### config.mk
export PLATFORM = sky130hd
export DESIGN_NAME = bus_arbiter_flat
export DESIGN_NICKNAME = d
export VERILOG_FILES = /design/src/design/mc_pkg.sv /design/src/design/core_bus_if.sv /design/src/design/bus_arbiter.sv /design/src/flat_wrapper.sv
export SDC_FILE = /design/constraint.sdc
export NUM_CORES = 1
export LEC_CHECK = 0
export BUFFER_PORTS_ARGS = -buffer_cell sky130_fd_sc_hd__buf_2
export CAP_MARGIN = 0
export CORE_AREA = 2 2 92 94
export CTS_CLUSTER_SIZE = 10
export DETAILED_ROUTE_END_ITERATION = 10
export DIE_AREA = 0 0 94 96
export PLACE_DENSITY = 0.67
export SLEW_MARGIN = 20
export SYNTH_ARGS = -nofsm -noshare
export SYNTH_HDL_FRONTEND = slang
export SYNTH_SLANG_ARGS = --single-unit
### constraint.sdc
create_clock -name CLK -period 1.3 [get_ports CLK]
set_input_delay 0.13 -clock CLK [delete_from_list [all_inputs] [get_ports CLK]]
set_output_delay 0.13 -clock CLK [all_outputs]
set_load 0.03 [all_outputs]
### src/design/mc_pkg.sv
// shared widths, timing constants and enums for the dual-core bus subsystem
// referenced by scoped name from every design and test file
`default_nettype none

package mc_pkg;

    localparam int addr_w = 8;
    localparam int data_w = 32;

    typedef logic [data_w-1:0] word_t;
    typedef logic [addr_w-1:0] addr_t;

    localparam int dram_words   = 2 ** addr_w;
    localparam int dram_lat     = 3;  // cycles busy per access
    localparam int slice_cycles = 4;  // run slice after a grant switch

    localparam int lat_w   = $clog2(dram_lat + 1);
    localparam int slice_w = $clog2(slice_cycles + 1);

    localparam logic [lat_w-1:0]   lat_init   = lat_w'(dram_lat);
    localparam logic [lat_w-1:0]   lat_one    = lat_w'(1);
    localparam logic [slice_w-1:0] slice_last = slice_w'(slice_cycles - 1);
    localparam addr_t              last_word  = addr_t'(dram_words - 1);

    // instruction word fields
    localparam int op_msb  = 31;
    localparam int op_lsb  = 24;
    localparam int imm_msb = 23;
    localparam int imm_lsb = 0;
    localparam int adr_msb = 7;
    localparam int adr_lsb = 0;

    typedef enum logic [2:0] {s_if, s_id, s_ex, s_ma, s_wb} core_state_e;

    typedef enum logic [7:0] {
        op_nop  = 8'h00,
        op_ldi  = 8'h01,
        op_ld   = 8'h02,
        op_add  = 8'h03,
        op_st   = 8'h04,
        op_halt = 8'hff
    } opcode_e;

    typedef enum logic [1:0] {arb_wait, arb_switch, arb_settle, arb_run} arb_state_e;

endpackage

`default_nettype wire

### src/design/core_bus_if.sv
// one core's request and response path to the shared memory
// the core drives the request side, the arbiter returns data and busy
`timescale 1ns/1ps
`default_nettype none

interface core_bus_if;

    mc_pkg::core_state_e cpustate;  // seen by the arbiter for switching
    mc_pkg::addr_t       paddr;
    mc_pkg::word_t       wdata;
    logic                we;        // one-cycle write pulse
    logic                le;        // one-cycle load pulse
    mc_pkg::word_t       rdata;
    logic                busy;      // level, high while not usable

    modport core (
        output cpustate,
        output paddr,
        output wdata,
        output we,
        output le,
        input  rdata,
        input  busy
    );

    modport arbiter (
        input  cpustate,
        input  paddr,
        input  wdata,
        input  we,
        input  le,
        output rdata,
        output busy
    );

endinterface

`default_nettype wire

### src/design/bus_arbiter.sv
// round-robin owner of the shared memory between two cores
// switches at the owner's decode state, then gives the new owner a fixed slice
`timescale 1ns/1ps
`default_nettype none

module bus_arbiter (
    input  wire logic           CLK,
    input  wire logic           RST_X,
    core_bus_if.arbiter         c0,
    core_bus_if.arbiter         c1,
    output logic                grant,
    input  wire logic           halted0,
    input  wire logic           halted1,
    output mc_pkg::addr_t       m_paddr,
    output mc_pkg::word_t       m_wdata,
    output logic                m_we,
    output logic                m_le,
    input  wire mc_pkg::word_t  m_rdata,
    input  wire logic           m_busy
);

    mc_pkg::arb_state_e         state;
    logic [mc_pkg::slice_w-1:0] cnt;
    mc_pkg::core_state_e        own_state;
    logic                       own_halted;
    logic                       other_halted;
    logic                       may_switch;
    logic                       hold;
    logic                       owner_busy;

    assign own_state    = grant ? c1.cpustate : c0.cpustate;
    assign own_halted   = grant ? halted1 : halted0;
    assign other_halted = grant ? halted0 : halted1;

    // never hand the bus to a core that has halted
    assign may_switch = ((own_state == mc_pkg::s_id) || own_halted) && !other_halted;

    assign hold       = (state == mc_pkg::arb_switch) || (state == mc_pkg::arb_settle);
    assign owner_busy = hold || m_busy;

    // request side follows the owner
    assign m_paddr = grant ? c1.paddr : c0.paddr;
    assign m_wdata = grant ? c1.wdata : c0.wdata;
    assign m_we    = grant ? c1.we    : c0.we;
    assign m_le    = grant ? c1.le    : c0.le;

    // the other core sees a busy, silent bus
    assign c0.rdata = grant ? '0 : m_rdata;
    assign c0.busy  = grant ? 1'b1 : owner_busy;
    assign c1.rdata = grant ? m_rdata : '0;
    assign c1.busy  = grant ? owner_busy : 1'b1;

    always_ff @(posedge CLK) begin
        if (!RST_X) begin
            state <= mc_pkg::arb_wait;
            grant <= 1'b0;
            cnt   <= '0;
        end else begin
            case (state)
                mc_pkg::arb_wait: begin
                    if (may_switch) begin
                        state <= mc_pkg::arb_switch;
                    end
                end
                mc_pkg::arb_switch: begin
                    grant <= ~grant;  // old owner still held busy
                    state <= mc_pkg::arb_settle;
                end
                mc_pkg::arb_settle: begin
                    cnt   <= '0;
                    state <= mc_pkg::arb_run;
                end
                mc_pkg::arb_run: begin
                    if (cnt == mc_pkg::slice_last) begin
                        state <= mc_pkg::arb_wait;
                    end else begin
                        cnt <= cnt + 1'b1;
                    end
                end
                default: begin
                    state <= mc_pkg::arb_wait;
                end
            endcase
        end
    end

    a_no_pulse_in_switch: assert property (@(posedge CLK) disable iff (!RST_X)
        hold |-> !(m_we || m_le));

endmodule

`default_nettype wire

### src/flat_wrapper.sv
// flat-port wrapper written by rule: the top's interface ports become plain ports
module bus_arbiter_flat 
  (CLK, RST_X, grant, halted0, halted1, m_paddr, m_wdata, m_we, m_le, m_rdata, m_busy, c0_cpustate, c0_paddr, c0_wdata, c0_we, c0_le, c0_rdata, c0_busy, c1_cpustate, c1_paddr, c1_wdata, c1_we, c1_le, c1_rdata, c1_busy);
  core_bus_if c0_i ();
  core_bus_if c1_i ();
  input  wire logic CLK;
  input  wire logic RST_X;
  output logic grant;
  input  wire logic halted0;
  input  wire logic halted1;
  output mc_pkg::addr_t m_paddr;
  output mc_pkg::word_t m_wdata;
  output logic m_we;
  output logic m_le;
  input  wire mc_pkg::word_t m_rdata;
  input  wire logic m_busy;
  input wire logic [$bits(c0_i.cpustate)-1:0] c0_cpustate;
  input wire logic [$bits(c0_i.paddr)-1:0] c0_paddr;
  input wire logic [$bits(c0_i.wdata)-1:0] c0_wdata;
  input wire logic [$bits(c0_i.we)-1:0] c0_we;
  input wire logic [$bits(c0_i.le)-1:0] c0_le;
  output wire logic [$bits(c0_i.rdata)-1:0] c0_rdata;
  output wire logic [$bits(c0_i.busy)-1:0] c0_busy;
  input wire logic [$bits(c1_i.cpustate)-1:0] c1_cpustate;
  input wire logic [$bits(c1_i.paddr)-1:0] c1_paddr;
  input wire logic [$bits(c1_i.wdata)-1:0] c1_wdata;
  input wire logic [$bits(c1_i.we)-1:0] c1_we;
  input wire logic [$bits(c1_i.le)-1:0] c1_le;
  output wire logic [$bits(c1_i.rdata)-1:0] c1_rdata;
  output wire logic [$bits(c1_i.busy)-1:0] c1_busy;
  assign c0_i.cpustate = c0_cpustate;
  assign c0_i.paddr = c0_paddr;
  assign c0_i.wdata = c0_wdata;
  assign c0_i.we = c0_we;
  assign c0_i.le = c0_le;
  assign c0_rdata = c0_i.rdata;
  assign c0_busy = c0_i.busy;
  assign c1_i.cpustate = c1_cpustate;
  assign c1_i.paddr = c1_paddr;
  assign c1_i.wdata = c1_wdata;
  assign c1_i.we = c1_we;
  assign c1_i.le = c1_le;
  assign c1_rdata = c1_i.rdata;
  assign c1_busy = c1_i.busy;
  bus_arbiter u_core (.CLK(CLK), .RST_X(RST_X), .c0(c0_i), .c1(c1_i), .grant(grant), .halted0(halted0), .halted1(halted1), .m_paddr(m_paddr), .m_wdata(m_wdata), .m_we(m_we), .m_le(m_le), .m_rdata(m_rdata), .m_busy(m_busy));
endmodule
* After elaboration in Yosys (flattened, before gate mapping)
Index checks and enable logic that the tools add are counted.
Word-level totals: bits in read-only memories 0, input port bits 127, RAM bits 0, memories 0, bits in registers 6, word-level logic and storage cells 38, output and inout bits 109, latch bits 0
Cells by class: mux-type cells 16, add/subtract/negate cells 1, shift-type cells 0, div/mod/pow operators 0, reductions and logical operators 9, bitwise logic cells 1, $lt $le $gt $ge 0, equality and inequality tests 8, multiply operators 0
Operators with widths (number):
- 32-bit two-way mux | 3
- 8-bit two-way mux | 1
- 2-bit case mux with 4 select lines | 1
- 1-bit two-way mux | 6
- 3-bit two-way mux | 2
- 3-bit case mux with 2 select lines | 1
- 2-bit == test, second input constant | 2
- 2-bit two-way mux | 2
- 2-bit by 1-bit != test with 1-bit output, second input constant | 2
- 2-bit AND reduction | 2
- 3-bit by 1-bit adder with 3-bit output, second input constant | 1
- 3-bit by 1-bit == test with 1-bit output, second input constant | 1
- 3-bit by 2-bit == test with 1-bit output, second input constant | 1
- 1-bit logical OR | 3
- 2-bit by 1-bit == test with 1-bit output, second input constant | 1
- 2-bit logical NOT | 1
- 2-bit != test, second input constant | 1
- 2-bit nonzero test | 1
- 1-bit logical AND | 1
- 1-bit logical NOT | 1
- 1-bit NOT | 1

* Logic depth before layout (Yosys ltp)
Gate-level depths: netlist of the first run.
word-level depth 6, depth in mapped cells 6, depth with buffers taken out 6

* Worst setup path after synthesis of the first run
Ideal clock, no wire load.
path type register -> output, start point register u_core.grant, end point output m_paddr[0], data required time 1.170 ns, path slack -0.157 ns, buffers on the path 2, stages on the path, launching flop included 4, data arrival time 1.327 ns, cell sequence dfxtp_1 -> buf_4 -> buf_4 -> mux2_2
Between the ends: cells in the longest elaborated chain, start to end 1
RTL lines:
- from (decl) | line bus_arbiter.sv:11 | output logic grant,
- from (signal assigned) | line bus_arbiter.sv:66 | grant <= ~grant;
- 8-bit two-way mux | line bus_arbiter.sv:42 | assign m_paddr = grant ? c1.paddr : c0.paddr;
- to (decl) | line flat_wrapper.sv:11 | output mc_pkg::addr_t m_paddr;
Every way passes these cells.

* Worst setup path in the final report of the first run
start point register u_core.grant, end point output c0_rdata[15]
Between the ends: cells in the longest elaborated chain, start to end 1
RTL lines:
- 32-bit two-way mux | line bus_arbiter.sv:48 | assign c0.rdata = grant ? '0 : m_rdata;
- to (decl) | line flat_wrapper.sv:22 | output wire logic [$bits(c0_i.rdata)-1:0] c0_rdata;
Every way passes these cells.

==> results of run 1 <==
==> power by group through the flow <==
stage / clock network, mW / registers, mW / logic [mW]
final: 0.311 / 0.286 / 8.28
after global routing: 0.333 / 0.292 / 8.62
after CTS: 0.313 / 0.323 / 6.19
after detailed placement: 0 / 0.331 / 5.15
after global placement: 0 / 0.330 / 5.07
after floorplan: 0 / 0.304 / 3.62
==> logic make-up (layout without fill, tap and decap cells) <==
logic type | count (synthesis) | count (layout) | share of synthesized area
mux | 44 | 44 | 0.363
flops | 6 | 6 | 0.0884
simple gates | 84 | 84 | 0.375
xor+xnor | 1 | 1 | 0.00645
buf+inv | 16 | 276 | 0.0672
compound gates | 7 | 7 | 0.0359
fa+ha+maj | 7 | 7 | 0.0645
==> registers in the layout, summed over array words and instances (netlist names) <==
name and count:
u_core.cnt 3, u_core.grant 1, u_core.state 2
==> worst reg2reg max path, cell delays in order (launching register included) <==
cell and delay, ps:
dfxtp_4 360, buf_12 150, buf_8 120, and2b_1 130, nand2_1 60, a41oi_2 270
mux2i_1 240
==> routing by layer <==
| metal | wire, µm | part of all wire | GRT usage |
|---|---|---|---|
| met5 | 0 | 0 | 0 |
| met4 | 176 | 0.019 | 0.0278 |
| met3 | 679 | 0.074 | 0.0266 |
| met2 | 5250 | 0.57 | 0.305 |
| met1 | 3130 | 0.34 | 0.134 |
==> final cells by class <==
class                   instances  area [µm²]
clock buffers                   4        45.0
inverters                       4        15.0
flip-flops and latches          6         126
well taps                     105         131
fillers                       698        3940
repair buffers                268        2260
multi-input cells             143        1530
==> metrics by stage <==
step	hold WS (ps)	TNS, ps	instances	setup slack [ps]
floorplan	252	-1230	165	-28.2
global placement	441	-53.3	510	-42.1
detailed placement	451	-316	510	-75.7
CTS	212	-10840	517	-222
global route	228	-18010	530	-252
finish	213	-14090	530	-204
==> synth_stat cells <==
cell type	count
clkbuf_1	5
nand3_1	1
mux2_2	42
or3_1	1
and2_1	33
mux2i_1	2
buf_2	1
a22oi_1	1
nor2_1	5
nand2_1	5
nor2b_1	30
nand2b_1	1
buf_6	2
nor3b_1	1
and2b_1	7
dfxtp_1	6
xor2_1	1
a21oi_1	3
buf_4	4
ha_1	7
o21ai_0	2
a41oi_2	1
inv_1	4
==> worst max path at each step <==
stage	start	slack [ps]	to
CTS	u_core.grant$_SDFFE_PN0N_	-220	m_paddr[1]
detailed placement	u_core.state[0]$_SDFFE_PN0P_	-80	c0_busy
global placement	u_core.state[0]$_SDFFE_PN0P_	-40	c0_busy
global route	u_core.grant$_SDFFE_PN0N_	-250	c0_rdata[28]
floorplan	u_core.grant$_SDFFE_PN0N_	-30	m_paddr[0]
finish	u_core.grant$_SDFFE_PN0N_	-200	c0_rdata[15]
==> timing repair <==
action / in CTS / in global routing
cloned: 0 / 6
buffers inserted: 3 / 7
setup endpoints to repair: 102 / 106
resized for setup: 156 / 186
pin swaps: 1 / 7
==> impl_results.md, run 1 <==
* Delay-heaviest family, CP: buffers and inverters
* Synth top area cells: mux2_2 35%, and2_1 15%, nor2b_1 14%
* Total chip power at 8.87 mW
* Drt first pass iters at 4
* Hold EP: u_core.grant$_SDFFE_PN0N_
* Overall routed net length at 9230 µm
* DP Area at 2790 µm²
* GPL Wtd Cong at between 0.7 and 0.8
* Vias per cell at between 4 and 5
* Gate power share at 0.933
* Post-Syn Area at between 1000 and 1500 µm²
* Crit path time final at 1500 ps
* CTS Buf Count at 3
* CTS Root Cell: clkbuf_8
* Crit. path cell count at 5
* Seq pwr share at 0.032
* Distinct cells, synth at 23
* H-tree levels at 1
* Clock Path Buffers at 2
* Worst Hold Class: in2reg
* CP Cell Sequence: buf_12 -> clkbuf_16 -> buf_6 -> and2b_1 -> buf_6
* WHS Path Cells at 2
* Synth Register Bits at 6
* DRC at 0
* Final ANT Viol Nets at 0
* Fin worst setup slack at -204 ps
* Post-route clock period utilization at 1.16
* Die width at between 90 and 100 µm
* Hold Crit Start: RST_X
* CTS sink count at 6
* Worst r2r path cells at 6
* Largest net degree at the start of global routing at 29
* Via count at about 2300
* I/O Buffers at 235
* # rows at 33
* Final Cell Area at 4110 µm²
* # nets final at 560
* Status: finished, violations left
* Worst VDD drop at 0.00130 V
* Initial core utilization at 0.169
* Area share of the largest cell type after synthesis at 0.348
* Syn_nets at between 200 and 300
* Fmax at approximately 660 MHz
* Leak pwr at 2.17 nW
* Worst skew pair latency at 230 ps
* Commonest non-fill, non-tap cell in the layout: buf_2
* Final count of hold timing violations at 0
* Largest stage delay, worst path at ~350 ps
* Power per cell area at 2160 nW/µm²
* Global-route usage over all layers at 0.141
* Critical Path Most Common Cell: buf_6
* Worst-margin pin slew at 248 ps
* CP max stage cell: dfxtp_4
* Clock Power Share at 0.035
* Worst setup EP type: primary output
* Sw frac at 0.474
* Critical path arrival at 1370 ps
* Setup CP Type: reg2out
* Sum of buffers and inverters on the critical path at 4
* Core ar. at 8050 µm²
* I/O pin total at 236
* TritonCTS clock tree: done
* Ant. Diodes at 0
* Fraction of final layout cells sized beyond drive strength 1 at 0.873
* Worst-path fanout max at 8
* WP data required at 1170 ps
* Final Core Density at 0.510
* Vias in the first global route at ~2200
* Critical Path Source Type: register
* First-pass GRT wire length at 10100 µm
* DIE HEIGHT at 96 µm
* Failing checks: setup timing
* FF-to-FF Start: u_core.grant$_SDFFE_PN0N_
* Worst-path clk slew at 40 ps
* Max-slew violation count at 0
* Reg2reg end: u_core.state[1]$_SDFFE_PN0P_
* Switch Pwr at about 4.2 mW
* Grt ovf at 0
* Mean Syn Cell Area at 8.24 µm²
* Area Overhead vs Synth at 202%
* Final Setup Violations at ~110
* CTS hold repair buffers at 0
* Die area at 9020 µm²
* Most area-hungry cell type in the Yosys netlist: mux2_2
* Most frequent cells in the layout: 128 x buf_2, 104 x buf_6, 42 x mux2_4
* Yosys warns at 0
* Slew HR at 0.835
* HPWL Detailed at roughly 5900 µm
* Drt first-iter violations at 17
* Clock skew at 9.02 ps
* MaxCap Viol Count at 0
* Reg2Reg Setup Slack at -130 ps
* WL per Instance at 17.4 µm
* Initial antenna violation count at 0
* Pint at 4.67 mW
* Sequential element share of the synthesized area at 0.0884
* RSZ-0062 raised after global routing: true
* Mapped Cells at 165
Power figures use the tool's default switching activity.
==> inputs of run 2 (changes only) <==
--- a/config.mk
+++ b/config.mk
@@ -7,11 +7,11 @@
 export LEC_CHECK = 0
 export BUFFER_PORTS_ARGS = -buffer_cell sky130_fd_sc_hd__buf_2
 export CAP_MARGIN = 0
-export CORE_AREA = 2 2 92 94
+export CORE_AREA = 2 2 91 93
 export CTS_CLUSTER_SIZE = 10
 export DETAILED_ROUTE_END_ITERATION = 10
-export DIE_AREA = 0 0 94 96
-export PLACE_DENSITY = 0.67
+export DIE_AREA = 0 0 93 95
+export PLACE_DENSITY = 0.66
 export SLEW_MARGIN = 20
 export SYNTH_ARGS = -nofsm -noshare
 export SYNTH_HDL_FRONTEND = slang
==> constraint.sdc (replaced) <==
create_clock -name CLK -period 1.85 [get_ports CLK]
set_input_delay 0.185 -clock CLK [delete_from_list [all_inputs] [get_ports CLK]]
set_output_delay 0.185 -clock CLK [all_outputs]
set_load 0.03 [all_outputs]
==> impl_results.md, run 2 (same netlist as run 1, synthesis figures left out) <==
* Status: completed
* Clock Path Buffers at 2
* I/O Buffers at 235
* Worst VDD drop at 0.000509 V
* WP data required at 1660 ps
* Max-slew violation count at 0
* Global-route usage over all layers at 0.118
* Fmax at roughly 580 MHz
* Overall routed net length at 6050 µm
* DIE HEIGHT at 95 µm
* Sum of buffers and inverters on the critical path at 2
* Final Setup Violations at 0
* Max reg flops at 3
* DRC at 0
* Area Overhead vs Synth at 97.3%
* Worst skew pair latency at 230 ps
* Worst-path fanout max at 4
* DRT met1 WL at 2300 µm
* CTS Buf Count at 3
* # nets final at between 500 and 600
* Sequential cell area at between 100 and 150 µm²
* CTS Root Cell: clkbuf_8
* Setup_tns at 0 ps
* Vias in the first global route at roughly 1700
* Post-CTS setup buffers at 0
* Slew HR at 0.820
* Power per cell area at 1400 nW/µm²
* First-pass GRT wire length at 8230 µm
* H-tree levels at 1
* Drt first-iter violations at 27
* Most frequent cells in the layout: 235 x buf_2, 42 x mux2_2, 33 x and2_1
* Biggest register: u_core.cnt
* DR WL met3 at 529 µm
* Largest net degree at the start of global routing at 59
* Die area at about 8800 µm²
* # rows at 33
* Largest stage delay, worst path at ~380 ps
* Clock skew at 3.34 ps
* Worst setup EP type: primary output
* Worst hold slack at 274 ps
* Leak pwr at between 1.5 and 2 nW
* Drt first pass iters at 4
* Initial antenna violation count at 1
* Vias per cell at 3.94
* Fraction of final layout cells sized beyond drive strength 1 at 0.721
* Reg2Reg Setup Slack at 460 ps
* I/O pin total at 236
* CP max stage cell: dfxtp_1
* Post-route clock period utilization at 0.928
* Delay-heaviest family, CP: flip-flops
* Highest routed layer: met4
* TritonCTS clock tree: done
* Routed length on met2 at 3180 µm
* Worst Hold Class: in2reg
* Grt ovf at 0
* CTS sink count at 6
* HPWL Detailed at 5370 µm
* Resized Gates After CTS at 0
* Worst r2r path cells at 6
* GPL Wtd Cong at 0.771
* CP startpoint: u_core.state[1]$_SDFFE_PN0P_
* CP Cell Sequence: inv_1 -> ha_1 -> or3_1 -> buf_2
* Via count at 1972
* Crit. path cell count at 4
* Core ar. at 7930 µm²
* Final count of hold timing violations at 0
* Crit path time final at roughly 1700 ps
* Commonest non-fill, non-tap cell in the layout: buf_2
* Final ANT Viol Nets at 0
* Worst-path clk slew at 40 ps
* Multi-input combinational cell area at 1150 µm²
* Critical path arrival at ~1500 ps
* Top flop regs: u_core.cnt (3), u_core.state (2), u_core.grant (1)
* Critical Path Source Type: register
* Fill cells at 849
* MaxCap Viol Count at 0
* Worst setup endpoint: c0_busy
* WL per Instance at 12.1 µm
* Die width at 93 µm
* FF-to-FF Start: u_core.cnt[0]$_SDFFE_PN0P_
* Initial core utilization at 0.171
* Setup CP Type: reg2out
* RSZ-0062 raised after global routing: false
* CTS hold repair buffers at 0
* Reg2reg end: u_core.cnt[0]$_SDFFE_PN0P_
* Worst-margin pin slew at between 200 and 300 ps
run 2: power by group:
| part | total [mW] | leakage (nW) | internal (mW) | switching (mW) |
|---|---|---|---|---|
| registers | 0.251 | 0.0496 | 0.170 | 0.0804 |
| clock network | 0.218 | 0.0228 | 0.149 | 0.0687 |
| logic | 3.28 | 1.46 | 1.17 | 2.11 |
run 2: how the worst min path moves through the flow:
stage                                         to                         start  slack, ps  depth (start not counted)
detailed placement  u_core.state[0]$_SDFFE_PN0P_  u_core.state[0]$_SDFFE_PN0P_        500                          2
floorplan              u_core.grant$_SDFFE_PN0N_                         RST_X        310                          1
finish                u_core.cnt[2]$_SDFFE_PN0P_                         RST_X        270                          2
global placement    u_core.state[1]$_SDFFE_PN0P_  u_core.state[1]$_SDFFE_PN0P_        480                          2
CTS                   u_core.cnt[2]$_SDFFE_PN0P_                         RST_X        280                          2
global route          u_core.cnt[2]$_SDFFE_PN0P_                         RST_X        280                          2
run 2: worst reg2reg max path: stages, from the launching register on:
cell,delay (ps)
dfxtp_1,310
ha_1,200
ha_1,190
nor2b_1,240
a21oi_1,120
a21oi_1,160
nor2b_1,60
run 2: area by class of cell:
| type | count | share of cell area |
|---|---|---|
| Antenna cell | 1 | 0.000933 |
| Multi-Input combinational cell | 143 | 0.428 |
| Inverter | 4 | 0.00560 |
| Timing Repair Buffer | 237 | 0.454 |
| Tap cell | 105 | 0.0490 |
| Clock buffer | 4 | 0.0168 |
| Sequential cell | 6 | 0.0462 |
run 2: stage by stage:
stage / setup slack [ps] / instance area (µm²) / utilization / cells / power (mW)
final: 133 / 2680 / 0.338 / 500 / 3.75
after global routing: 54.9 / 2680 / 0.338 / 500 / 3.99
after CTS: 128 / 2680 / 0.338 / 499 / 3.78
after detailed placement: 375 / 2630 / 0.332 / 495 / 3.56
after global placement: 382 / 2630 / 0.332 / 495 / 3.51
after floorplan: 338 / 1360 / - / 165 / 2.70
run 2: routing by layer:
metal / up-vias / global-route usage
li1: 1001 / -
met1: 861 / 0.140
met2: 106 / 0.221
met3: 4 / 0.0168
met4: 0 / 0.0331
met5: - / 0
