$ cat src/design/mc_pkg.sv
// shared widths, timing constants and enums for the dual-core bus subsystem
// referenced by scoped name from every design and test file
`default_nettype none

package mc_pkg;

    localparam int addr_w = 8;
    localparam int data_w = 32;

    typedef logic [data_w-1:0] word_t;
    typedef logic [addr_w-1:0] addr_t;

    localparam int dram_words   = 2 ** addr_w;
    localparam int dram_lat     = 3;  // cycles busy per access
    localparam int slice_cycles = 4;  // run slice after a grant switch

    localparam int lat_w   = $clog2(dram_lat + 1);
    localparam int slice_w = $clog2(slice_cycles + 1);

    localparam logic [lat_w-1:0]   lat_init   = lat_w'(dram_lat);
    localparam logic [lat_w-1:0]   lat_one    = lat_w'(1);
    localparam logic [slice_w-1:0] slice_last = slice_w'(slice_cycles - 1);
    localparam addr_t              last_word  = addr_t'(dram_words - 1);

    // instruction word fields
    localparam int op_msb  = 31;
    localparam int op_lsb  = 24;
    localparam int imm_msb = 23;
    localparam int imm_lsb = 0;
    localparam int adr_msb = 7;
    localparam int adr_lsb = 0;

    typedef enum logic [2:0] {s_if, s_id, s_ex, s_ma, s_wb} core_state_e;

    typedef enum logic [7:0] {
        op_nop  = 8'h00,
        op_ldi  = 8'h01,
        op_ld   = 8'h02,
        op_add  = 8'h03,
        op_st   = 8'h04,
        op_halt = 8'hff
    } opcode_e;

    typedef enum logic [1:0] {arb_wait, arb_switch, arb_settle, arb_run} arb_state_e;

endpackage

`default_nettype wire

$ cat src/design/core_bus_if.sv
// one core's request and response path to the shared memory
// the core drives the request side, the arbiter returns data and busy
`timescale 1ns/1ps
`default_nettype none

interface core_bus_if;

    mc_pkg::core_state_e cpustate;  // seen by the arbiter for switching
    mc_pkg::addr_t       paddr;
    mc_pkg::word_t       wdata;
    logic                we;        // one-cycle write pulse
    logic                le;        // one-cycle load pulse
    mc_pkg::word_t       rdata;
    logic                busy;      // level, high while not usable

    modport core (
        output cpustate,
        output paddr,
        output wdata,
        output we,
        output le,
        input  rdata,
        input  busy
    );

    modport arbiter (
        input  cpustate,
        input  paddr,
        input  wdata,
        input  we,
        input  le,
        output rdata,
        output busy
    );

endinterface

`default_nettype wire

$ cat src/design/mini_core.sv
// accumulator core stepping IF, ID, EX, MA, WB with one bus access per instruction
// instructions come from the ir port, data goes through the shared bus
`timescale 1ns/1ps
`default_nettype none

module mini_core (
    input  wire logic           CLK,
    input  wire logic           RST_X,
    core_bus_if.core            bus,
    output mc_pkg::addr_t       pc,
    input  wire mc_pkg::word_t  ir,
    output logic                retire,
    output mc_pkg::word_t       acc,
    output logic                halted
);

    mc_pkg::core_state_e state;
    mc_pkg::word_t       ir_q;
    mc_pkg::opcode_e     op;
    logic                is_mem;
    logic                issued;  // pulse already sent for this access
    logic                go;

    assign op     = mc_pkg::opcode_e'(ir_q[mc_pkg::op_msb:mc_pkg::op_lsb]);
    assign is_mem = (op == mc_pkg::op_ld) || (op == mc_pkg::op_add) || (op == mc_pkg::op_st);
    assign go     = (state == mc_pkg::s_ma) && !issued && !bus.busy;

    assign bus.cpustate = state;
    assign bus.paddr    = ir_q[mc_pkg::adr_msb:mc_pkg::adr_lsb];
    assign bus.wdata    = acc;
    assign bus.le       = go && (op != mc_pkg::op_st);
    assign bus.we       = go && (op == mc_pkg::op_st);

    // a parked halt sits in s_wb without retiring
    assign retire = (state == mc_pkg::s_wb) && (op != mc_pkg::op_halt);

    always_ff @(posedge CLK) begin
        if (state == mc_pkg::s_id) begin
            ir_q <= ir;  // ir valid one cycle after pc moved
        end
    end

    always_ff @(posedge CLK) begin
        if (!RST_X) begin
            state  <= mc_pkg::s_if;
            pc     <= '0;
            acc    <= '0;
            issued <= 1'b0;
            halted <= 1'b0;
        end else begin
            case (state)
                mc_pkg::s_if: begin
                    state <= mc_pkg::s_id;
                end
                mc_pkg::s_id: begin
                    state <= mc_pkg::s_ex;
                end
                mc_pkg::s_ex: begin
                    issued <= 1'b0;
                    if (is_mem) begin
                        state <= mc_pkg::s_ma;
                    end else begin
                        state <= mc_pkg::s_wb;
                    end
                    if (op == mc_pkg::op_ldi) begin
                        acc <= mc_pkg::word_t'(ir_q[mc_pkg::imm_msb:mc_pkg::imm_lsb]);
                    end
                end
                mc_pkg::s_ma: begin
                    if (go) begin
                        issued <= 1'b1;
                    end else if (issued && !bus.busy) begin  // data valid as busy drops
                        if (op == mc_pkg::op_ld) begin
                            acc <= bus.rdata;
                        end else if (op == mc_pkg::op_add) begin
                            acc <= acc + bus.rdata;
                        end
                        state <= mc_pkg::s_wb;
                    end
                end
                mc_pkg::s_wb: begin
                    if (op == mc_pkg::op_halt) begin
                        halted <= 1'b1;  // parked, never reaches s_id again
                    end else begin
                        pc    <= pc + 1'b1;
                        state <= mc_pkg::s_if;
                    end
                end
                default: begin
                    state <= mc_pkg::s_if;
                end
            endcase
        end
    end

    a_known_opcode: assert property (@(posedge CLK) disable iff (!RST_X)
        (state == mc_pkg::s_id) |-> (ir[mc_pkg::op_msb:mc_pkg::op_lsb] inside {
            mc_pkg::op_nop, mc_pkg::op_ldi, mc_pkg::op_ld,
            mc_pkg::op_add, mc_pkg::op_st, mc_pkg::op_halt}));

    // capture waits for busy, so busy has to rise right after the pulse
    a_busy_after_pulse: assert property (@(posedge CLK) disable iff (!RST_X)
        (bus.le || bus.we) |=> bus.busy);

endmodule

`default_nettype wire

$ cat src/flat_wrapper.sv
// flat-port wrapper written by rule: the top's interface ports become plain ports
module mini_core_flat 
  (CLK, RST_X, pc, ir, retire, acc, halted, bus_cpustate, bus_paddr, bus_wdata, bus_we, bus_le, bus_rdata, bus_busy);
  core_bus_if bus_i ();
  input  wire logic CLK;
  input  wire logic RST_X;
  output mc_pkg::addr_t pc;
  input  wire mc_pkg::word_t ir;
  output logic retire;
  output mc_pkg::word_t acc;
  output logic halted;
  output wire logic [$bits(bus_i.cpustate)-1:0] bus_cpustate;
  output wire logic [$bits(bus_i.paddr)-1:0] bus_paddr;
  output wire logic [$bits(bus_i.wdata)-1:0] bus_wdata;
  output wire logic [$bits(bus_i.we)-1:0] bus_we;
  output wire logic [$bits(bus_i.le)-1:0] bus_le;
  input wire logic [$bits(bus_i.rdata)-1:0] bus_rdata;
  input wire logic [$bits(bus_i.busy)-1:0] bus_busy;
  assign bus_cpustate = bus_i.cpustate;
  assign bus_paddr = bus_i.paddr;
  assign bus_wdata = bus_i.wdata;
  assign bus_we = bus_i.we;
  assign bus_le = bus_i.le;
  assign bus_i.rdata = bus_rdata;
  assign bus_i.busy = bus_busy;
  mini_core u_core (.CLK(CLK), .RST_X(RST_X), .bus(bus_i), .pc(pc), .ir(ir), .retire(retire), .acc(acc), .halted(halted));
endmodule
$ cat config.mk
export PLATFORM = sky130hd
export DESIGN_NAME = mini_core_flat
export DESIGN_NICKNAME = d
export VERILOG_FILES = /design/src/design/mc_pkg.sv /design/src/design/core_bus_if.sv /design/src/design/mini_core.sv /design/src/flat_wrapper.sv
export SDC_FILE = /design/constraint.sdc
export NUM_CORES = 1
export LEC_CHECK = 0
export BUFFER_PORTS_ARGS = -buffer_cell sky130_fd_sc_hd__buf_4
export CAP_MARGIN = 20
export CORE_UTILIZATION = 23
export CTS_CLUSTER_SIZE = 10
export DETAILED_ROUTE_END_ITERATION = 12
export GPL_ROUTABILITY_DRIVEN = 1
export GPL_TIMING_DRIVEN = 0
export HOLD_SLACK_MARGIN = 0.02
export PLACE_DENSITY = 0.51
export REMOVE_ABC_BUFFERS = 1
export SETUP_SLACK_MARGIN = 0.4
export SYNTH_ARGS = -nofsm -noshare
export SYNTH_HDL_FRONTEND = slang
export SYNTH_SLANG_ARGS = --single-unit
export TNS_END_PERCENT = 20
$ cat constraint.sdc
create_clock -name CLK -period 7.95 [get_ports CLK]
set_clock_uncertainty 0.05 [all_clocks]
set_input_delay 0.795 -clock CLK [delete_from_list [all_inputs] [get_ports CLK]]
set_output_delay 0.795 -clock CLK [all_outputs]
set_load 0.005 [all_outputs]
# Word level (Yosys, flattened, before mapping)

Cells that the tools add are included.
Widths: inputs -> output; s select.

Reduce and logical (&&, ||, !) cells: 17
Shifts and indexed selects: 0
Muxes and demuxes: 13
Add/subtract/negate cells: 2
Divide/modulo/power cells: 0
$lt $le $gt $ge: 0
Multiply operators: 0
Bitwise gates (word level): 1
Eq/ne operators: 17

Operator list:

| kind                | number |
|---|---|
| $mux 32             | 5 |
| $pmux 32 s2         | 1 |
| $add 32x32->32      | 1 |
| $eq 8x2->1 const B  | 2 |
| $pmux 3 s5          | 1 |
| $mux 3              | 4 |
| $add 8x1->8 const B | 1 |
| $eq 8x1->1 const B  | 1 |
| $eq 8x3->1 const B  | 1 |
| $eq 8x8->1 const B  | 1 |
| $ne 8x3->1 const B  | 1 |
| $ne 8x8->1 const B  | 1 |
| $eq 3x2->1 const B  | 2 |
| $logic_and 1x1->1   | 6 |
| $ne 2x2->1 const B  | 3 |
| $reduce_and 2->1    | 3 |
| $reduce_and 5->1    | 1 |
| $ne 2x1->1 const B  | 2 |
| $eq 3x1->1 const B  | 1 |
| $eq 3x3->1 const B  | 1 |
| $logic_not 3->1     | 1 |
| $ne 3x1->1 const B  | 1 |
| $reduce_and 3->1    | 1 |
| $logic_not 1->1     | 2 |
| 5 further kinds     | 6 |

Bits in latches: 0
Word-level logic and storage cells: 56
RAM bits: 0
Bits of input ports: 67
Memories kept: 0
Output and inout bits: 87
Flip-flop bits (word level): 77
ROM bits: 0

# Logic depth before layout (Yosys ltp)

Gate-level depths: netlist (run 1).

Depth after elaboration: 6
Gate-level depth with buffers: 10
Depth with buffers taken out: 10

# Least setup slack after synthesis (run 1)

OpenSTA, ideal clock, no wires.

Kind: reg2reg
From: reg u_core.state[0], in the netlist u_core.bus.cpustate[0]
To: reg u_core.ir_q[0], enable pin
Period minus slack after synthesis: 3.556 ns
Buffers on the path: 1
Library setup time: 0.468 ns
Setup slack: 4.394 ns
Cell stages (with the launch flop): 3
Arrival: 3.038 ns
Cells stage by stage: dfxtp_1 clkbuf_1 nor3b_1

Word-level cells in the longest chain between the ends: 1

Ends and longest elaborated chain:

| element                | RTL line        | text |
|---|---|---|
| from (decl)            | mini_core.sv:17 | `mc_pkg::core_state_e state;` |
| from (signal assigned) | mini_core.sv:45 | `state <= mc_pkg::s_if;` |
| from (signal assigned) | mini_core.sv:53 | `state <= mc_pkg::s_id;` |
| from (signal assigned) | mini_core.sv:56 | `state <= mc_pkg::s_ex;` |
| $eq 3x1->1             | mini_core.sv:38 | `if (state == mc_pkg::s_id) begin` |
| to (signal assigned)   | mini_core.sv:39 | `ir_q <= ir;` |
| to (decl)              | mini_core.sv:18 | `mc_pkg::word_t ir_q;` |

No other way between the ends.
A chain may end at the register's enable or synchronous reset.

# Final worst setup path (run 1)

From: in bus_rdata[0]
To: reg u_core.acc[24]

Word-level cells in the longest chain between the ends: 6

Ends and longest elaborated chain:

| element              | RTL line           | text |
|---|---|---|
| from (decl)          | flat_wrapper.sv:17 | `input wire logic [$bits(bus_i.rdata)-1:0] bus_rdata;` |
| $add 32x32->32       | mini_core.sv:76    | `acc <= acc + bus.rdata;` |
| $mux 32              | mini_core.sv:75    | `end else if (op == mc_pkg::op_add) begin` |
| $mux 32              | mini_core.sv:73    | `if (op == mc_pkg::op_ld) begin` |
| $mux 32              | mini_core.sv:72    | `end else if (issued && !bus.busy) begin` |
| $mux 32              | mini_core.sv:70    | `if (go) begin` |
| $pmux 32 s2          | mini_core.sv:51    | `case (state)` |
| to (signal assigned) | mini_core.sv:66    | `acc <= mc_pkg::word_t'(ir_q[mc_pkg::imm_msb:mc_pkg::imm_lsb]);` |
| to (signal assigned) | mini_core.sv:74    | `acc <= bus.rdata;` |
| to (signal assigned) | mini_core.sv:76    |  |
| to (decl)            | mini_core.sv:13    | `output mc_pkg::word_t acc,` |

No other way between the ends. The select of a mux whose other input is x is not followed.

==> flow_metrics.py, run 1 <==
metrics = {
    "clock_network": {
        "cts-root-buf": "clkbuf_16",
        "clkLatencyLatePin_ps": 350,
        "clock-sinks": 77,
        "cts.reportedPaths.clkPinSlew_ps": 60,
        "cts_tree": "done",
        "clockBufferDepth": 2,
        "postCtsSetupRepairBufs": 0,
        "cts.repair.resized": 0,
        "numCtsBuffers": 9,
        "postCtsHoldBufs": 0,
        "cts_htree_levels": 3,
    },
    "power": {
        "finalPower_w": 0.00100,
        "ir_worst_vdd_mv": 0.0996,
        "leakagePower_nw": 2.81,
        "p_per_area_mw_per_mm2": 149,
    },
    "sta": {
        "slew_headroom_pct": 36.3,
        "hold_violations": 0,
        "worstMarginPinSlew_ps": 953,
        "finalSetupViolCount": 0,
        "tns_ps": 0,
        "final.period_utilization_pct": 42.9,
        "hold_slack_ps": 420,
        "rsz0062_at_grt": "false",
        "fin_crit_ps": 3410,
        "fmax_mhz": 293,
        "drv_slew": 0,
    },
    "global_routing": {
        "grt_max_degree": 53,
        "grt.overflow.total": 0,
        "antenna_found_initial": 0,
        "grt_pass1_wl_um": 24500,
        "track_usage_pct": 13.5,
        "first_global_vias": 4508,
    },
    "floorplan": {
        "initial_core_util_pct": 23.7,
        "chipHeight_um": 153,
        "dieArea_mm2": 0.0234,
        "pin_count": 154,
        "fp-row-count": 54,
        "die-width_um": 153,
        "core_mm2": 0.0221,
    },
    "synthesis": {
        "synth_ff_type": "dfxtp_1",
        "yosysSeqAreaShare_pct": 35.5,
        "synth_compound_area_share_pct": 22.3,
        "synthAdderAreaFrac_pct": 8.02,
        "synth_xor_xnor_area_share_pct": 5.01,
        "synth_top_family_by_area": "compound AO/OA/AOI/OAI gates",
        "avgSynthCellArea_um2": 8.68,
        "muxShareOfSynthArea_pct": 0.764,
        "synth_area_leaders": "edfxtp_1 18%, dfxtp_1 17%, ha_1 7.6%, buf_4 5.7%, nand2_1 4.7%",
        "yosys_register_bits": 77,
        "synth.top_cell.area_share_pct": 18.3,
        "synth-edff-count": 32,
        "ys_warn_count": 0,
        "yosysTopAreaCell": "edfxtp_1",
        "synthSimpleGateAreaFrac_pct": 19.9,
        "syn_area_mm2": 0.00524,
        "ys_types": 67,
        "synthCells": 604,
        "async_flop_share_pct": 0,
    },
    "outcome": {
        "status": "finished clean",
    },
    "detailed_routing": {
        "drc": 0,
        "drt-total-wl_um": 15800,
        "drt_iter0_markers": 199,
        "wl_per_cell_um": 15.9,
        "firstDrtPassIters": 5,
        "ant_nets": 0,
        "dr_total_vias": 4710,
        "vias_per_cell": 4.75,
    },
    "final_layout": {
        "synthToLayoutAreaGrowth_pct": 29.1,
        "antennaDiodeCount": 0,
        "stdcell_area_mm2": 0.00676,
        "fin_nets": 806,
        "layout-drive-gt1-share_pct": 26.0,
        "regArea_mm2": 0.00186,
        "multi_input_area_mm2": 0.00294,
        "fillers": 2362,
        "fin_util_pct": 30.6,
    },
    "critical_path": {
        "worst_setup_path_end_kind": "flop",
        "start_kind": "primary input",
        "required_ps": 8140,
        "critical-path-top-delay-family": "compound AO/OA/AOI/OAI gates",
        "critPathMaxStageDelay_ps": 570,
        "r2r_slack_ps": 4700,
        "cp_data_arrival_time_ps": 3600,
        "cp_max_fo": 5,
        "cp_cell_sequence": "buf_4 -> ha_1 -> fa_1 -> a21o_1 -> a2bb2oi_1 -> a21oi_2 -> o21ai_2 -> a211oi_1 -> o41ai_1 -> mux2i_1 -> nand2_1",
        "cp_num_buf_inv": 1,
        "crit_type": "in -> reg",
        "critPathSlowestCell": "o41ai_1",
    },
    "job": {
        "cap_violations": 0,
    },
    "hold_path": {
        "holdCritPathClass": "reg -> reg",
    },
    "place": {
        "io_buffers": 153,
        "place_area_mm2": 0.00641,
        "gp_congestion": 0.796,
        "hpwlAfterDp_um": 11700,
    },
}
-- layout by cell type (no fill, tap or decap), drive strengths merged, types with 10 or more instances in the layout --
cell type / count
clkbuf: 13
nand4: 10
buf: 160
a21boi: 12
a211oi: 11
nor3: 10
nor2b: 10
xor2: 11
edfxtp: 32
dfxtp: 45
a21oi: 45
o211ai: 22
o21ai: 35
nand2: 66
xnor2: 19
nor2: 49
ha: 32
nand3: 19
-- path summary, 6_finish.rpt --
| check | end | cells after the start | start |
|---|---|---|---|
| worst max-delay path | u_core.acc[24] | 11 | bus_rdata[0] |
| worst min-delay path | u_core.halted | 1 | u_core.halted |
| worst max register to register | u_core.acc[31] | 9 | u_core.acc[1] |
| worst min register to register | u_core.halted | 1 | u_core.halted |
-- cell usage after synthesis, drive strengths merged (5+ instances only) --
library cell	n
and2	8
xor2	11
o21a	9
or4	5
nor2	49
nor2b	10
dfxtp	45
nor3	10
a21o	7
edfxtp	32
a211oi	11
o21ai	35
xnor2	19
a31oi	7
a21boi	12
nand2b	5
or3	8
a21oi	45
nand2	66
buf	50
nand4	10
inv	6
nor3b	7
nand3	19
clkbuf	19
o211ai	22
ha	32
-- per-layer routing --
metal	track usage [%]	wire length [µm]	share of wire [%]	up-vias
met2	22.0	7210	46	126
met4	4.18	236	1.5	0
met3	3.35	820	5.2	17
met1	17.6	7500	48	2180
li1	-	-	-	2387
met5	0	0	0	-
-- report_power, final --
group	internal [W]	switching, W
logic	0.0000537	0.0000573
clock network	0.000279	0.000172
registers	0.000432	0.0000104
total	0.000765	0.000240
-- sequential cells by signal, summed over array words and instances (netlist names) --
signal               count
u_core.acc              32
u_core.ir_q             32
u_core.pc                8
u_core.bus.cpustate      3
u_core.halted            1
u_core.issued            1
-- through the flow --
step                      cells  setup WS [ps]
after detailed placement    974           4180
after floorplan             535           4520
after global placement      968           2520
after global routing        991           4370
final                       991           4540
after CTS                   990           4500
-- area by class of cell --
class	count	share of cell area, %
timing repair buffer	160	18.7
inverter	6	0.333
tap	280	5.18
clock buffer	13	4.16
multi-input combinational	452	43.5
sequential	77	27.5
clock inverter	3	0.610
-- logic make-up after synthesis --
kind of cell	Yosys count
flip-flops	77
XOR/XNOR	30
AO/OA/AOI/OAI	178
AND/OR/NAND/NOR	207
adder cells (fa/ha/maj)	33
buffers and inverters	75
multiplexers	4
Power figures use the tool's default switching activity.
==> run 2, diff against run 1 <==
==> constraint.sdc (replaced) <==
create_clock -name CLK -period 3.14 [get_ports CLK]
set_clock_uncertainty 0.05 [all_clocks]
set_input_delay 0.314 -clock CLK [delete_from_list [all_inputs] [get_ports CLK]]
set_output_delay 0.314 -clock CLK [all_outputs]
set_load 0.005 [all_outputs]
==> run 2 against run 1 <==
  * Core utilization is 0.86 points higher
  * Cell count grew 1.2%
  * Global-route usage rose by 0.82 points
  * Final area up 2.8%
  * First-iteration DRC count rose by 5.0%
  * Largest power group unchanged
  * Via count up 1.8%
  * Die area unchanged
  * Highest routed layer unchanged
  * Sequential share of layout area fell by 0.72 points
  * Total power rose to 2.5 times the previous value
  * Routed wire length grew 6.6%
  * Count of clock-buffer cells in the layout is the same
==> flow_metrics.py, run 2 (synthesized netlist as in run 1, its figures left out) <==
metrics = {
    "outcome": {
        "status": "finished clean",
    },
    "final_layout": {
        "final_cell_mix": "164 x buf_4, 65 x nand2_1, 48 x nor2_1, 43 x a21oi_1, 43 x dfxtp_1",
        "final_common_cell": "buf_4",
        "layout-drive-gt1-share_pct": 30.4,
        "fillers": 2346,
        "antennaDiodeCount": 0,
        "fin_nets": 818,
        "layout.cells.non_filler": 1003,
        "top_regs": "u_core.acc (32), u_core.ir_q (32), u_core.pc (8)",
        "stdcell_area_mm2": 0.00695,
        "synthToLayoutAreaGrowth_pct": 32.7,
    },
    "detailed_routing": {
        "vias_per_cell": 4.78,
        "dr_total_vias": 4795,
        "ant_nets": 0,
        "drt-total-wl_um": 16800,
        "drt_iter0_markers": 209,
        "wl_per_cell_um": 16.8,
        "drc": 0,
        "firstDrtPassIters": 4,
    },
    "clock_network": {
        "cts_htree_levels": 3,
        "clock-sinks": 77,
        "cts_tree": "done",
        "cts-root-buf": "clkbuf_16",
        "numCtsBuffers": 9,
        "clkLatencyLatePin_ps": 350,
        "clockBufferDepth": 2,
        "cts.reportedPaths.clkPinSlew_ps": 70,
    },
    "critical_path": {
        "crit_type": "reg -> reg",
        "cp_max_fo": 4,
        "cp_data_arrival_time_ps": 2980,
        "start_kind": "flop",
        "worst_setup_path_end_kind": "flop",
        "critPathSlowestCell": "fa_2",
        "critPathMaxStageDelay_ps": 360,
        "required_ps": 3330,
        "cp_cell_sequence": "ha_2 -> fa_2 -> a21o_1 -> a2bb2oi_2 -> a21oi_2 -> o21ai_4 -> a211oi_2 -> o31a_1 -> or3_1 -> a41o_1",
        "ff2ff_path_depth": 10,
    },
    "hold_path": {
        "hold_depth": 1,
        "holdCritPathClass": "in -> reg",
    },
    "sta": {
        "tns_ps": 0,
        "hold_violations": 0,
        "drv_slew": 0,
        "fin_crit_ps": 2790,
        "slew_headroom_pct": 44.3,
        "fmax_mhz": 359,
        "worstMarginPinSlew_ps": 832,
        "final.period_utilization_pct": 88.8,
        "finalSetupViolCount": 0,
        "rsz0062_at_grt": "true",
    },
    "job": {
        "cap_violations": 0,
    },
    "power": {
        "p_per_area_mw_per_mm2": 368,
        "ir_worst_vdd_mv": 0.247,
        "leakagePower_nw": 2.87,
        "finalPower_w": 0.00256,
    },
    "place": {
        "hpwlAfterDp_um": 11700,
        "io_buffers": 153,
        "place_area_mm2": 0.00641,
        "gp_congestion": 0.796,
        "dp.cells": 974,
    },
    "floorplan": {
        "chipHeight_um": 153,
        "dieArea_mm2": 0.0234,
        "die-width_um": 153,
        "initial_core_util_pct": 23.7,
        "pin_count": 154,
        "core_mm2": 0.0221,
        "fp-row-count": 54,
    },
    "global_routing": {
        "first_global_vias": 4585,
        "grt_max_degree": 53,
        "grt_pass1_wl_um": 25600,
        "grt.overflow.total": 0,
        "track_usage_pct": 14.3,
        "antenna_found_initial": 0,
    },
}
run 2: cell count changes in the layout (fill, tap and decap cells not counted), moves of 2 or more:
cell	before	now
ha_2	0	3
o41ai_1	2	0
a211oi_2	1	5
ha_1	32	29
dfxtp_1	45	43
buf_4	153	164
a211oi_1	10	6
dfxtp_2	0	2
run 2: path summary, 6_finish.rpt:
kind / end / slack [ps] / start
worst min register to register: u_core.halted / 420 / u_core.halted
worst min-delay path: u_core.ir_q[11] / 90 / ir[11]
worst max-delay path: u_core.acc[28] / 350 / u_core.acc[0]
worst max register to register: u_core.acc[28] / 350 / u_core.acc[0]
run 2: worst max-delay path, delay by kind of cell, from the launching register on:
kind / cells / cell delay (ps)
simple gates: 1 / 310
fa+ha+maj: 2 / 580
compound gates: 7 / 1390
flops: 1 / 350
run 2: layout make-up:
class	instances	area, µm²	share of cell area [%]
Clock buffer	13	282	4.05
Clock inverter	3	41.3	0.594
Inverter	6	22.5	0.324
Sequential cell	77	1860	26.8
Timing Repair Buffer	170	1320	19.0
Multi-Input combinational cell	454	3070	44.2
Tap cell	280	350	5.04
run 2: power by group:
group / leakage (nW) / internal [W] / switching (W)
sequential: 0.664 / 0.00109 / 0.0000285
clock: 0.155 / 0.000706 / 0.000439
combinational: 2.06 / 0.000139 / 0.000150
total: 2.87 / 0.00194 / 0.000618
run 2: through the flow:
stage	utilization (%)	hold slack [ps]	setup WS, ps
after floorplan	-	363	-294
after global placement	28.6	404	-2290
after detailed placement	29.0	414	-153
after CTS	31.1	74.2	323
after global routing	31.5	70.6	271
final	31.5	86.5	351
run 2: routing by layer:
layer  vias up  share of wire [%]  global-route usage [%]  routed length, µm
li1       2414                  -                       -                  -
met1      2239                 48                    19.0               7990
met2       125                 46                    23.1               7690
met3        17                5.3                    3.35                886
met4         0                1.4                    4.23                240
met5         -                  0                       0                  0
run 2: timing repair:
item,4_1_cts,5_1_grt
pin swaps,6,7
buffers inserted,8,3
hold buffers,0,0
resized for setup,13,14
cloned,2,0
setup endpoints to repair,24,20
==> run 3, diff against run 2 <==
--- a/config.mk
+++ b/config.mk
@@ -13,7 +13,7 @@
 export GPL_ROUTABILITY_DRIVEN = 1
 export GPL_TIMING_DRIVEN = 0
 export HOLD_SLACK_MARGIN = 0.02
-export PLACE_DENSITY = 0.51
+export PLACE_DENSITY = 0.52
 export REMOVE_ABC_BUFFERS = 1
 export SETUP_SLACK_MARGIN = 0.4
 export SYNTH_ARGS = -nofsm -noshare
==> constraint.sdc (replaced) <==
create_clock -name CLK -period 2.5 [get_ports CLK]
set_clock_uncertainty 0.05 [all_clocks]
set_input_delay 0.25 -clock CLK [delete_from_list [all_inputs] [get_ports CLK]]
set_output_delay 0.25 -clock CLK [all_outputs]
set_load 0.005 [all_outputs]
==> run 3 against run 2 <==
  * The flow now finishes with violations (negative setup slack)
  * Count of clock-buffer cells in the layout fell by 1
  * Total power rose by 31%
  * Final area rose by 16%
  * Flip-flop and latch count did not move
  * Fmax rose by 5.4%
  * Die area did not move
  * Non-clock buffer count rose by 58
  * Critical path type unchanged
  * Register-to-register slack got worse by 500 ps
  * Cell count rose by 5.8%
  * Routed wire length rose by 5.1%
  * Sequential power rose by 26%
==> flow_metrics.py, run 3 (synthesized netlist as in run 1, its figures left out) <==
metrics = {
    "sta": {
        "fmax_mhz": 378,
        "finalSetupViolCount": 6,
        "tns_ps": -484,
        "drv_slew": 0,
        "rsz0062_at_grt": "true",
        "worst_slack_ps": -145,
        "slew_headroom_pct": 40.1,
        "final.period_utilization_pct": 106,
        "hold_violations": 0,
        "fin_crit_ps": 2650,
        "worstMarginPinSlew_ps": 895,
    },
    "floorplan": {
        "fp-row-count": 54,
        "core_mm2": 0.0221,
        "dieArea_mm2": 0.0234,
        "chipHeight_um": 153,
        "die-width_um": 153,
        "initial_core_util_pct": 23.7,
        "pin_count": 154,
    },
    "critical_path": {
        "start_kind": "flop",
        "cp_cell_sequence": "ha_4 -> fa_2 -> a21o_1 -> a2bb2oi_4 -> a21oi_4 -> o21ai_4 -> a211oi_4 -> o31a_1 -> or3_1 -> a41o_1",
        "cp_num_buf_inv": 0,
        "cp_max_fo": 3,
        "cp_data_arrival_time_ps": 2830,
        "critical-path-top-delay-family": "compound AO/OA/AOI/OAI gates",
        "crit_type": "reg -> reg",
        "critPathMaxStageDelay_ps": 350,
        "critPathSlowestCell": "dfxtp_4",
        "worst_setup_path_end_kind": "flop",
        "required_ps": 2690,
    },
    "power": {
        "power.switching_w": 0.000811,
        "p_seq_share_pct": 42.2,
        "ir_worst_vdd_mv": 0.324,
        "p_per_area_mw_per_mm2": 416,
        "p_comb_share_pct": 13.6,
        "power.internal_w": 0.00253,
        "power.share.switching_pct": 24.2,
        "leakagePower_nw": 3.24,
        "p_clk_share_pct": 44.2,
    },
    "final_layout": {
        "antennaDiodeCount": 0,
        "final_cell_mix": "180 x buf_4, 59 x nand2_1, 45 x nor2_1, 39 x a21oi_1, 38 x dfxtp_1",
        "final_common_cell": "buf_4",
        "synthToLayoutAreaGrowth_pct": 53.5,
        "fillers": 2221,
        "top_regs": "u_core.acc (32), u_core.ir_q (32), u_core.pc (8)",
        "fin_util_pct": 36.4,
        "fin_nets": 876,
        "layout-drive-gt1-share_pct": 38.5,
    },
    "clock_network": {
        "cts-root-buf": "clkbuf_16",
        "cts_htree_levels": 3,
        "cts_tree": "done",
        "clockBufferDepth": 2,
        "clkLatencyLatePin_ps": 350,
        "numCtsBuffers": 9,
        "clock-sinks": 77,
        "cts.reportedPaths.clkPinSlew_ps": 60,
    },
    "global_routing": {
        "grt.overflow.total": 0,
        "grt_max_degree": 53,
        "first_global_vias": 4819,
        "track_usage_pct": 15.0,
        "antenna_found_initial": 0,
        "grt_pass1_wl_um": 27000,
    },
    "detailed_routing": {
        "firstDrtPassIters": 6,
        "dr_total_vias": 5082,
        "drt_iter0_markers": 196,
        "drt-total-wl_um": 17700,
        "vias_per_cell": 4.79,
        "drc": 0,
        "wl_per_cell_um": 16.6,
        "ant_nets": 0,
    },
    "place": {
        "hpwlAfterDp_um": 11700,
        "io_buffers": 153,
        "gp_congestion": 0.814,
    },
    "outcome": {
        "status": "finished with violations",
        "violations": "negative setup slack",
    },
    "job": {
        "cap_violations": 0,
    },
    "hold_path": {
        "holdCritPathClass": "in -> reg",
    },
}
## run 3: layout make-up
class	count	area (µm²)	share of cell area, %
Multi-Input combinational cell	454	3570	44.4
Timing Repair Buffer	228	1900	23.6
Sequential cell	77	1880	23.3
Tap cell	280	350	4.36
Clock buffer	12	256	3.19
Clock inverter	4	70.1	0.871
Inverter	6	22.5	0.280
## run 3: final timing paths
path	startpoint	endpoint	slack, ps	depth (start not counted)
worst max-delay path	u_core.acc[0]	u_core.acc[28]	-150	10
worst min-delay path	ir[23]	u_core.ir_q[23]	40	1
worst max register to register	u_core.acc[0]	u_core.acc[28]	-150	10
worst min register to register	u_core.halted	u_core.halted	420	1
## run 3: timing repair
item,4_1_cts,5_1_grt
hold endpoints to repair,30,0
cloned,2,0
setup endpoints to repair,42,61
resized for setup,83,57
buffers inserted,20,19
pin swaps,39,43
hold buffers,30,0
## run 3: power by group through the flow
stage               Sequential [W]  Clock [W]  Combinational [W]
floorplan                  0.00143          0           0.000156
global placement           0.00144          0           0.000338
detailed placement         0.00144          0           0.000357
CTS                        0.00141    0.00152           0.000439
global route               0.00142    0.00156           0.000498
finish                     0.00141    0.00148           0.000455
## run 3: metal layers
metal | global-route usage, % | wire (µm) | vias up
met5 | 0 | 0 | -
met4 | 4.09 | 213 | 0
met3 | 3.09 | 683 | 13
met2 | 24.7 | 8320 | 121
met1 | 19.8 | 8450 | 2418
li1 | - | - | 2530
## run 3: per-stage QoR
| stage | cells | hold WS (ps) | setup WS [ps] | cell area, µm² | total power (W) |
|---|---|---|---|---|---|
| 2_1_floorplan | 535 | 299 | -934 | 4820 | 0.00159 |
| 3_3_place_gp | 968 | 379 | -3000 | 6320 | 0.00178 |
| 3_5_place_dp | 974 | 379 | -718 | 6410 | 0.00179 |
| 4_1_cts | 1042 | 27.8 | -174 | 7640 | 0.00337 |
| 5_1_grt | 1061 | 26.5 | -230 | 8040 | 0.00348 |
| 6_report | 1061 | 41.3 | -145 | 8040 | 0.00334 |
